[config.mk]
export PLATFORM = sky130hd
export DESIGN_NAME = dbus_top
export DESIGN_NICKNAME = d
export VERILOG_FILES = /design/src/verilog/sram_pkg.sv /design/src/verilog/dbus_pkg.sv /design/src/verilog/ram_if.sv /design/src/verilog/dbus_top.sv /design/src/verilog/ticker.sv /design/src/verilog/sram_ctrl.sv /design/src/verilog/bytes_conv.sv /design/src/verilog/dbus_decode.sv
export VERILOG_INCLUDE_DIRS = /design/src /design/src/verilog
export SDC_FILE = /design/constraint.sdc
export NUM_CORES = 1
export LEC_CHECK = 0
export BUFFER_PORTS_ARGS = -buffer_cell sky130_fd_sc_hd__buf_2
export CORE_MARGIN = 10
export CORE_UTILIZATION = 61
export CTS_BUF_LIST = sky130_fd_sc_hd__clkbuf_4
export DETAILED_ROUTE_END_ITERATION = 6
export PLACE_DENSITY = 0.89
export SLEW_MARGIN = 20
export SYNTH_ARGS = -nofsm -noshare
export SYNTH_HDL_FRONTEND = slang
export SYNTH_HIERARCHICAL = 1
export SYNTH_SLANG_ARGS = --single-unit
[constraint.sdc]
create_clock -name clk -period 11.45 [get_ports clk]
set_input_delay 2.8625 -clock clk [delete_from_list [all_inputs] [get_ports clk]]
set_output_delay 2.8625 -clock clk [all_outputs]
set_load 0.05 [all_outputs]
[src/verilog/soc_defs.svh]
`ifndef SOC_DEFS_SVH
`define SOC_DEFS_SVH

`define ADDR_W        32
`define DATA_W        32
`define REGION_W      4

// top address nibble of each region
`define RAM_REGION    4'd8
`define IO_REGION     4'd11

`define RAM_WORD_AW   20
`define CHIP_SEL_BIT  22    // set selects the ext chip

`define TICKER_DEV    8'd0

// ticker register indexes
`define TICK_COUNT    6'd0
`define TICK_COMPARE  6'd1

`endif
[src/verilog/sram_pkg.sv]
`include "soc_defs.svh"

package sram_pkg;

    // one whole-word request as seen by the SRAM side
    typedef struct packed {
        logic                    chip;    // 1 picks the ext chip
        logic [`RAM_WORD_AW-1:0] word;
        logic                    we;      // the word is written, not read
    } ram_cmd_t;

    typedef enum logic [1:0] {
        IDLE,
        ACCESS,
        DONE
    } sram_state_e;

endpackage

[src/verilog/dbus_pkg.sv]
`include "soc_defs.svh"

package dbus_pkg;

    // in the ram region the chip bit sits right above the word index
    typedef struct packed {
        logic [`REGION_W-1:0]                     region;
        logic [`ADDR_W-`REGION_W-`CHIP_SEL_BIT-2:0] unused;
        logic                                     chip;
        logic [`RAM_WORD_AW-1:0]                  word;
        logic [1:0]                               offset;
    } ram_addr_t;

    typedef struct packed {
        logic [`REGION_W-1:0] region;
        logic [11:0]          unused;
        logic [7:0]           device;
        logic [5:0]           reg_idx;
        logic [1:0]           offset;
    } io_addr_t;

    // one bus address seen either as a ram word or as a device register
    typedef union packed {
        ram_addr_t ram;
        io_addr_t  io;
    } bus_addr_u;

    typedef logic [3:0] byte_en_t;

    typedef enum logic [1:0] {
        RAM,
        TICKER,
        NONE
    } target_e;

endpackage

[src/verilog/ram_if.sv]
`timescale 1ns/10ps
`include "soc_defs.svh"

// word request link where the master holds everything steady while stall is high
interface ram_if;

    logic                 read;
    logic                 write;
    dbus_pkg::byte_en_t   byteenable;
    sram_pkg::ram_cmd_t   cmd;
    logic [`DATA_W-1:0]   wrdata;
    logic [`DATA_W-1:0]   rddata;     // valid in the cycle stall is low
    logic                 stall;

    modport master (
        output read,
        output write,
        output byteenable,
        output cmd,
        output wrdata,
        input  rddata,
        input  stall
    );

    modport slave (
        input  read,
        input  write,
        input  byteenable,
        input  cmd,
        input  wrdata,
        output rddata,
        output stall
    );

endinterface

[src/verilog/dbus_top.sv]
`timescale 1ns/10ps
`include "soc_defs.svh"

module dbus_top (
    input  logic                    clk,
    input  logic                    rst_n_i,
    input  logic [`ADDR_W-1:0]      master_address_i,
    input  logic [3:0]              master_byteenable_i,
    input  logic                    master_read_i,
    input  logic                    master_write_i,
    input  logic [`DATA_W-1:0]      master_wrdata_i,
    output logic [`DATA_W-1:0]      master_rddata_o,
    output logic                    master_stall_o,
    output logic                    tick_irq_o,
    output logic [`RAM_WORD_AW-1:0] base_ram_addr_o,
    output logic                    base_ram_ce_n_o,
    output logic                    base_ram_oe_n_o,
    output logic                    base_ram_we_n_o,
    input  logic [`DATA_W-1:0]      base_ram_data_i,
    output logic [`RAM_WORD_AW-1:0] ext_ram_addr_o,
    output logic                    ext_ram_ce_n_o,
    output logic                    ext_ram_oe_n_o,
    output logic                    ext_ram_we_n_o,
    input  logic [`DATA_W-1:0]      ext_ram_data_i,
    output logic [`DATA_W-1:0]      ram_data_o,
    output logic                    ram_data_oe_o
);

    logic                tick_read;
    logic                tick_write;
    dbus_pkg::bus_addr_u tick_reg;
    logic [`DATA_W-1:0]  tick_wrdata;
    logic [`DATA_W-1:0]  tick_rddata;

    ram_if up ();      // decoder to byte converter
    ram_if down ();    // byte converter to SRAM controller

    dbus_decode dbus0 (
        .clk                 (clk),
        .rst_n_i             (rst_n_i),
        .master_address_i    (master_address_i),
        .master_byteenable_i (master_byteenable_i),
        .master_read_i       (master_read_i),
        .master_write_i      (master_write_i),
        .master_wrdata_i     (master_wrdata_i),
        .master_rddata_o     (master_rddata_o),
        .master_stall_o      (master_stall_o),
        .up                  (up),
        .tick_read_o         (tick_read),
        .tick_write_o        (tick_write),
        .tick_reg_o          (tick_reg),
        .tick_wrdata_o       (tick_wrdata),
        .tick_rddata_i       (tick_rddata)
    );

    bytes_conv mem_conv (
        .clk     (clk),
        .rst_n_i (rst_n_i),
        .up      (up),
        .down    (down)
    );

    sram_ctrl sram0 (
        .clk             (clk),
        .rst_n_i         (rst_n_i),
        .down            (down),
        .base_ram_addr_o (base_ram_addr_o),
        .base_ram_ce_n_o (base_ram_ce_n_o),
        .base_ram_oe_n_o (base_ram_oe_n_o),
        .base_ram_we_n_o (base_ram_we_n_o),
        .base_ram_data_i (base_ram_data_i),
        .ext_ram_addr_o  (ext_ram_addr_o),
        .ext_ram_ce_n_o  (ext_ram_ce_n_o),
        .ext_ram_oe_n_o  (ext_ram_oe_n_o),
        .ext_ram_we_n_o  (ext_ram_we_n_o),
        .ext_ram_data_i  (ext_ram_data_i),
        .ram_data_o      (ram_data_o),
        .ram_data_oe_o   (ram_data_oe_o)
    );

    ticker ticker_inst (
        .clk           (clk),
        .rst_n_i       (rst_n_i),
        .tick_read_i   (tick_read),
        .tick_write_i  (tick_write),
        .tick_reg_i    (tick_reg),
        .tick_wrdata_i (tick_wrdata),
        .tick_rddata_o (tick_rddata),
        .tick_irq_o    (tick_irq_o)
    );

endmodule

[src/verilog/ticker.sv]
`timescale 1ns/10ps
`include "soc_defs.svh"

module ticker (
    input  logic                clk,
    input  logic                rst_n_i,
    input  logic                tick_read_i,
    input  logic                tick_write_i,
    input  dbus_pkg::bus_addr_u tick_reg_i,
    input  logic [`DATA_W-1:0]  tick_wrdata_i,
    output logic [`DATA_W-1:0]  tick_rddata_o,
    output logic                tick_irq_o
);

    logic [`DATA_W-1:0] count_q;
    logic [`DATA_W-1:0] compare_q;
    logic               wr_count;
    logic               wr_compare;

    assign wr_count   = tick_write_i && (tick_reg_i.io.reg_idx == `TICK_COUNT);
    assign wr_compare = tick_write_i && (tick_reg_i.io.reg_idx == `TICK_COMPARE);

    always_ff @(posedge clk or negedge rst_n_i) begin
        if (!rst_n_i) begin
            count_q    <= '0;
            compare_q  <= '0;
            tick_irq_o <= 1'b0;
        end else begin
            count_q <= wr_count ? tick_wrdata_i : count_q + 1'b1;
            if (wr_compare)
                compare_q <= tick_wrdata_i;
            // writing compare acknowledges the interrupt
            if (wr_compare)
                tick_irq_o <= 1'b0;
            else if (compare_q != '0 && count_q == compare_q)
                tick_irq_o <= 1'b1;
        end
    end

    always_comb begin
        tick_rddata_o = '0;
        if (tick_read_i) begin
            case (tick_reg_i.io.reg_idx)
                `TICK_COUNT:   tick_rddata_o = count_q;
                `TICK_COMPARE: tick_rddata_o = compare_q;
                default:       tick_rddata_o = '0;
            endcase
        end
    end

endmodule

[src/verilog/sram_ctrl.sv]
`timescale 1ns/10ps
`include "soc_defs.svh"

module sram_ctrl (
    input  logic                    clk,
    input  logic                    rst_n_i,
    ram_if.slave                    down,
    output logic [`RAM_WORD_AW-1:0] base_ram_addr_o,
    output logic                    base_ram_ce_n_o,
    output logic                    base_ram_oe_n_o,
    output logic                    base_ram_we_n_o,
    input  logic [`DATA_W-1:0]      base_ram_data_i,
    output logic [`RAM_WORD_AW-1:0] ext_ram_addr_o,
    output logic                    ext_ram_ce_n_o,
    output logic                    ext_ram_oe_n_o,
    output logic                    ext_ram_we_n_o,
    input  logic [`DATA_W-1:0]      ext_ram_data_i,
    output logic [`DATA_W-1:0]      ram_data_o,
    output logic                    ram_data_oe_o
);

    sram_pkg::sram_state_e state_q;
    sram_pkg::sram_state_e state_d;
    logic                  req;
    logic                  active;
    logic [`DATA_W-1:0]    chip_data;
    logic [`DATA_W-1:0]    rddata_q;

    // a write is only taken as a whole word
    assign req    = down.read || (down.write && (&down.byteenable));
    assign active = (state_q == sram_pkg::ACCESS);

    always_comb begin
        state_d = state_q;
        case (state_q)
            sram_pkg::IDLE:   if (req) state_d = sram_pkg::ACCESS;
            sram_pkg::ACCESS: state_d = sram_pkg::DONE;
            default:          state_d = sram_pkg::IDLE;
        endcase
    end

    always_ff @(posedge clk or negedge rst_n_i) begin
        if (!rst_n_i)
            state_q <= sram_pkg::IDLE;
        else
            state_q <= state_d;
    end

    // address is already steady in the IDLE cycle, strobes follow in ACCESS
    assign base_ram_addr_o = down.cmd.word;
    assign ext_ram_addr_o  = down.cmd.word;
    assign base_ram_ce_n_o = ~(active && !down.cmd.chip);
    assign ext_ram_ce_n_o  = ~(active && down.cmd.chip);
    assign base_ram_oe_n_o = ~(active && !down.cmd.we);
    assign ext_ram_oe_n_o  = ~(active && !down.cmd.we);
    assign base_ram_we_n_o = ~(active && down.cmd.we);
    assign ext_ram_we_n_o  = ~(active && down.cmd.we);

    assign ram_data_o    = down.wrdata;
    assign ram_data_oe_o = active && down.cmd.we;

    assign chip_data = down.cmd.chip ? ext_ram_data_i : base_ram_data_i;

    always_ff @(posedge clk) begin
        if (active && !down.cmd.we)
            rddata_q <= chip_data;
    end

    assign down.rddata = rddata_q;
    assign down.stall  = ((state_q == sram_pkg::IDLE) && req) || active;

endmodule

[src/verilog/bytes_conv.sv]
`timescale 1ns/10ps
`include "soc_defs.svh"

module bytes_conv (
    input  logic  clk,
    input  logic  rst_n_i,
    ram_if.slave  up,
    ram_if.master down
);

    typedef enum logic [1:0] {
        PASS,
        FETCH,
        STORE
    } conv_state_e;

    conv_state_e        state_q;
    conv_state_e        state_d;
    logic [`DATA_W-1:0] merge_q;
    logic [`DATA_W-1:0] merged;
    logic               full_wr;
    logic               empty_wr;
    logic               part_wr;

    assign full_wr  = up.write && (&up.byteenable);
    assign empty_wr = up.write && (up.byteenable == '0);
    assign part_wr  = up.write && !full_wr && !empty_wr;

    // enabled bytes of the master data laid over the fetched word
    always_comb begin
        merged = down.rddata;
        for (int i = 0; i < 4; i++) begin
            if (up.byteenable[i])
                merged[8*i +: 8] = up.wrdata[8*i +: 8];
        end
    end

    always_comb begin
        state_d     = state_q;
        down.read   = 1'b0;
        down.write  = 1'b0;
        down.cmd    = up.cmd;
        down.wrdata = up.wrdata;
        up.stall    = 1'b0;
        case (state_q)
            PASS: begin
                if (part_wr) begin
                    up.stall = 1'b1;
                    state_d  = FETCH;
                end else begin
                    // a write with no enables finishes here untouched
                    down.read  = up.read;
                    down.write = full_wr;
                    up.stall   = down.stall && (up.read || full_wr);
                end
            end
            FETCH: begin
                down.read   = 1'b1;
                down.cmd.we = 1'b0;
                up.stall    = 1'b1;
                if (!down.stall)
                    state_d = STORE;
            end
            default: begin
                down.write  = 1'b1;
                down.cmd.we = 1'b1;
                down.wrdata = merge_q;
                up.stall    = down.stall;    // master is released with the store
                if (!down.stall)
                    state_d = PASS;
            end
        endcase
    end

    assign down.byteenable = '1;    // the SRAM side only moves whole words
    assign up.rddata       = down.rddata;

    always_ff @(posedge clk or negedge rst_n_i) begin
        if (!rst_n_i)
            state_q <= PASS;
        else
            state_q <= state_d;
    end

    always_ff @(posedge clk) begin
        if (state_q == FETCH && !down.stall)
            merge_q <= merged;
    end

endmodule

[src/verilog/dbus_decode.sv]
`timescale 1ns/10ps
`include "soc_defs.svh"

module dbus_decode (
    input  logic                 clk,
    input  logic                 rst_n_i,
    input  logic [`ADDR_W-1:0]   master_address_i,
    input  dbus_pkg::byte_en_t   master_byteenable_i,
    input  logic                 master_read_i,
    input  logic                 master_write_i,
    input  logic [`DATA_W-1:0]   master_wrdata_i,
    output logic [`DATA_W-1:0]   master_rddata_o,
    output logic                 master_stall_o,
    ram_if.master                up,
    output logic                 tick_read_o,
    output logic                 tick_write_o,
    output dbus_pkg::bus_addr_u  tick_reg_o,
    output logic [`DATA_W-1:0]   tick_wrdata_o,
    input  logic [`DATA_W-1:0]   tick_rddata_i
);

    dbus_pkg::bus_addr_u addr;
    dbus_pkg::target_e   target;
    dbus_pkg::target_e   target_q;
    dbus_pkg::target_e   target_sel;
    logic                held_q;
    logic                ram_busy;

    assign addr = master_address_i;

    always_comb begin
        if (addr.ram.region == `RAM_REGION) begin
            target = dbus_pkg::RAM;
        end else if (addr.io.region == `IO_REGION && addr.io.device == `TICKER_DEV) begin
            target = dbus_pkg::TICKER;
        end else begin
            target = dbus_pkg::NONE;
        end
    end

    // while a ram access is stalled the target comes from the first cycle
    assign target_sel = held_q ? target_q : target;
    assign ram_busy = (target_sel == dbus_pkg::RAM) && (master_read_i || master_write_i);

    always_ff @(posedge clk or negedge rst_n_i) begin
        if (!rst_n_i) begin
            held_q   <= 1'b0;
            target_q <= dbus_pkg::NONE;
        end else begin
            held_q <= ram_busy && up.stall;
            if (!held_q)
                target_q <= target;
        end
    end

    assign up.read       = master_read_i && (target_sel == dbus_pkg::RAM);
    assign up.write      = master_write_i && (target_sel == dbus_pkg::RAM);
    assign up.byteenable = master_byteenable_i;
    assign up.cmd.chip   = addr.ram.chip;
    assign up.cmd.word   = addr.ram.word;
    assign up.cmd.we     = master_write_i;
    assign up.wrdata     = master_wrdata_i;

    assign tick_read_o   = master_read_i && (target_sel == dbus_pkg::TICKER);
    assign tick_write_o  = master_write_i && (target_sel == dbus_pkg::TICKER);
    assign tick_reg_o    = addr;
    assign tick_wrdata_o = master_wrdata_i;

    always_comb begin
        case (target_sel)
            dbus_pkg::RAM:    master_rddata_o = up.rddata;
            dbus_pkg::TICKER: master_rddata_o = tick_rddata_i;
            default:          master_rddata_o = '0;    // unmapped reads give zero
        endcase
    end

    // only the ram path ever holds the master
    assign master_stall_o = ram_busy && up.stall;

endmodule

==> results.yml <==
outcome:
  status: "finished, final reports clean"
clock_tree:
  cts_root_buf: "clkbuf_4"
  cts-root-to-sink-buffers: 2
  htreeDepth: 4
  postCtsResizedCells: 0
  clkTransAtPathRegs_ps: 120
  clock_sinks: 136
  tritoncts: "yes"
  ctsHoldBuffers: 0
  total_setup_buffers_inserted_after_cts: 0
  clock_latency_on_the_worst_skew_pair_ps: 560
  cts-buffers-inserted: 17
job:
  maxCapViolations: 0
sta:
  finalWorstPathRequiredPeriod_ps: 9080
  fin_hold_viols: 0
  setup_repair_after_global_routing_missed_its_margin: "no"
  transition_time_at_the_pin_with_the_least_slew_margin_ps: 1080
  setup_viol: 0
  timing.setup.tns_ps: 0
  clock.fmax_ghz: 0.110
  slew_violations: 0
  final_clock_period_utilization_by_the_worst_path: 0.793
  clock-skew-final_ps: 17.7
  slew_headroom: 0.281
  hold-worst-slack_ps: 518
worst_setup_path:
  timing.critical_path.arrival_ps: 6220
  crit_slowest_cell: "nor3_1"
  worst_r2r_path_depth: 10
  critPathRequiredTime_ps: 8590
  worst-setup-path-type: "primary input to output port"
  reg2reg_capture_point: "mem_conv/merge_q[22]"
  regToRegStartpoint: "dbus0/held_q"
  crit_chain: "buf_2 -> nor4bb_2 -> nand3_1 -> a22o_1 -> buf_4 -> nor3_1 -> a31o_1 -> nand2_1 -> o21ai_0 -> inv_1 -> o22ai_1 -> o21ai_0 -> nor3_1 -> buf_2"
  critical_path.startpoint_type: "primary input"
  critical_path.max_fanout: 36
  endpoint_type_of_the_worst_setup_path: "output port"
  maximum_single_stage_delay_on_the_critical_path_ps: 470
  worst-r2r-setup-slack_ps: 7530
power:
  net-switching-power_uw: 371
  sw_frac_of_total: 0.331
  share_seq_of_total_power: 0.528
  share_comb_of_total_power: 0.215
  pwr-share-clk: 0.257
  ir_worst_vdd_mv: 0.0727
  cellPowerDensity_nw_per_um2: 111
  total_leakage_power_nw: 4.17
  internal_power_uw: 750
placement:
  buffer_ports.inserted: 223
  gpl.final_weighted_congestion: 0.958
  dp_cells: 1178
  placed_area_um2: 9860
  post-dp-hpwl_um: 19600
global_route:
  grt_antenna_before_repair: 2
  grtUsageTotal: 0.223
  largest_net_degree_at_the_start_of_global_routing: 73
  grt_overflow: 0
  grt_pass1_vias: 7381
  grt_first_pass_wirelength_um: 40000
routing:
  detailedRoute.firstPassIterationCount: 6
  drt_drc_violations_left: 0
  vias_per_cell: 6.02
  detailroute.via_count: 7285
  drt_iter0_markers: 655
  drt.antenna.violating_nets: 0
  routed_wirelength_um: 26200
  routedWlPerCell_um: 21.6
cells_and_area:
  stdcell_area_um2: 10100
  most_common_cell_after_layout_fill_and_taps_aside: "buf_2"
  multi_input_logic_area_um2: 4640
  final.fill_count: 1382
  finalNonFillerCells: 1211
  design.final.nets: 1114
  flow.area_growth_from_synthesis_pct: -3.42
  drive_above_1_share: 0.419
  area.sequential_um2: 3720
  mostFrequentLayoutCells: "buf_2 (222), mux2_2 (104), dfrtp_1 (71)"
min_path:
  hold_start: "sram0/state_q[0]"
  hold_path_class: "flip-flop to flip-flop"
  hold-path-cell-count: 1
  min_delay_worst_endpoint: "sram0/state_q[0]"
floorplanning:
  floorplan.rows: 47
  area_of_the_placeable_core_um2: 16700
  initial_utilization: 0.627
  die_width_um: 151
  die_height_um: 151
  design.portCount: 249
  die_area_um2: 22800
yosys:
  syn_inst: 1009
  synth_cell_area_um2: 10500
  average_cell_area_after_synthesis_um2: 10.4
  synth.yosys.warnings: 6
-- power by group through the flow --
stage	Clock (mW)	Sequential, mW	Combinational [mW]
finish	0.288	0.592	0.241
global route	0.309	0.598	0.258
CTS	0.289	0.590	0.241
detailed placement	0	0.600	0.239
global placement	0	0.598	0.233
floorplan	0	0.575	0.253
-- final cells by class --
class,count,area share
Antenna cell,1,0.000247
Tap cell,220,0.0272
Multi-Input combinational cell,580,0.459
Clock inverter,12,0.00854
Sequential cell,136,0.368
Inverter,7,0.00260
Timing Repair Buffer,235,0.120
Clock buffer,20,0.0148
-- per-stage QoR --
stage | setup WS (ps) | utilization | total power [mW]
after detailed placement | 2590 | 0.590 | 0.839
final | 2370 | 0.605 | 1.12
after floorplan | 2730 | - | 0.828
after global placement | 2690 | 0.590 | 0.831
after CTS | 2560 | 0.605 | 1.12
after global routing | 2070 | 0.605 | 1.16
-- per-layer routing --
metal / vias to the layer above / track usage / share of wire / wire length (um)
met5: - / 0 / 0.00050 / 13
met4: 2 / 0.0871 / 0.029 / 769
met3: 66 / 0.0525 / 0.077 / 2020
met2: 391 / 0.379 / 0.51 / 13400
met1: 3551 / 0.269 / 0.38 / 10000
li1: 3275 / - / - / -
-- how the worst max path moves through the flow --
stage / startpoint / endpoint / slack [ps] / cells past startpoint
5_1_grt: master_address_i[8] / master_stall_o / 2070 / 14
3_3_place_gp: master_address_i[9] / master_stall_o / 2690 / 14
6_report: master_address_i[9] / master_stall_o / 2370 / 14
4_1_cts: master_address_i[8] / master_stall_o / 2560 / 14
2_1_floorplan: master_address_i[9] / master_stall_o / 2730 / 12
3_5_place_dp: master_address_i[8] / master_stall_o / 2590 / 14
-- worst max-delay path, delay by kind of cell --
family          cells  cell delay, ps
simple gates        5            1310
compound gates      5            1230
buf+inv             4             800
-- flip-flops by register name, indices dropped and copies added, names as in the netlist --
name,flops
ticker_inst/tick_irq_o,1
dbus0/held_q,1
ticker_inst/count_q,32
sram0/down.rddata,32
mem_conv/merge_q,32
sram0/state_q,2
dbus0/target_q,2
ticker_inst/compare_q,32
mem_conv/state_q,2
Note: power is estimated with default switching activity, not from simulation.
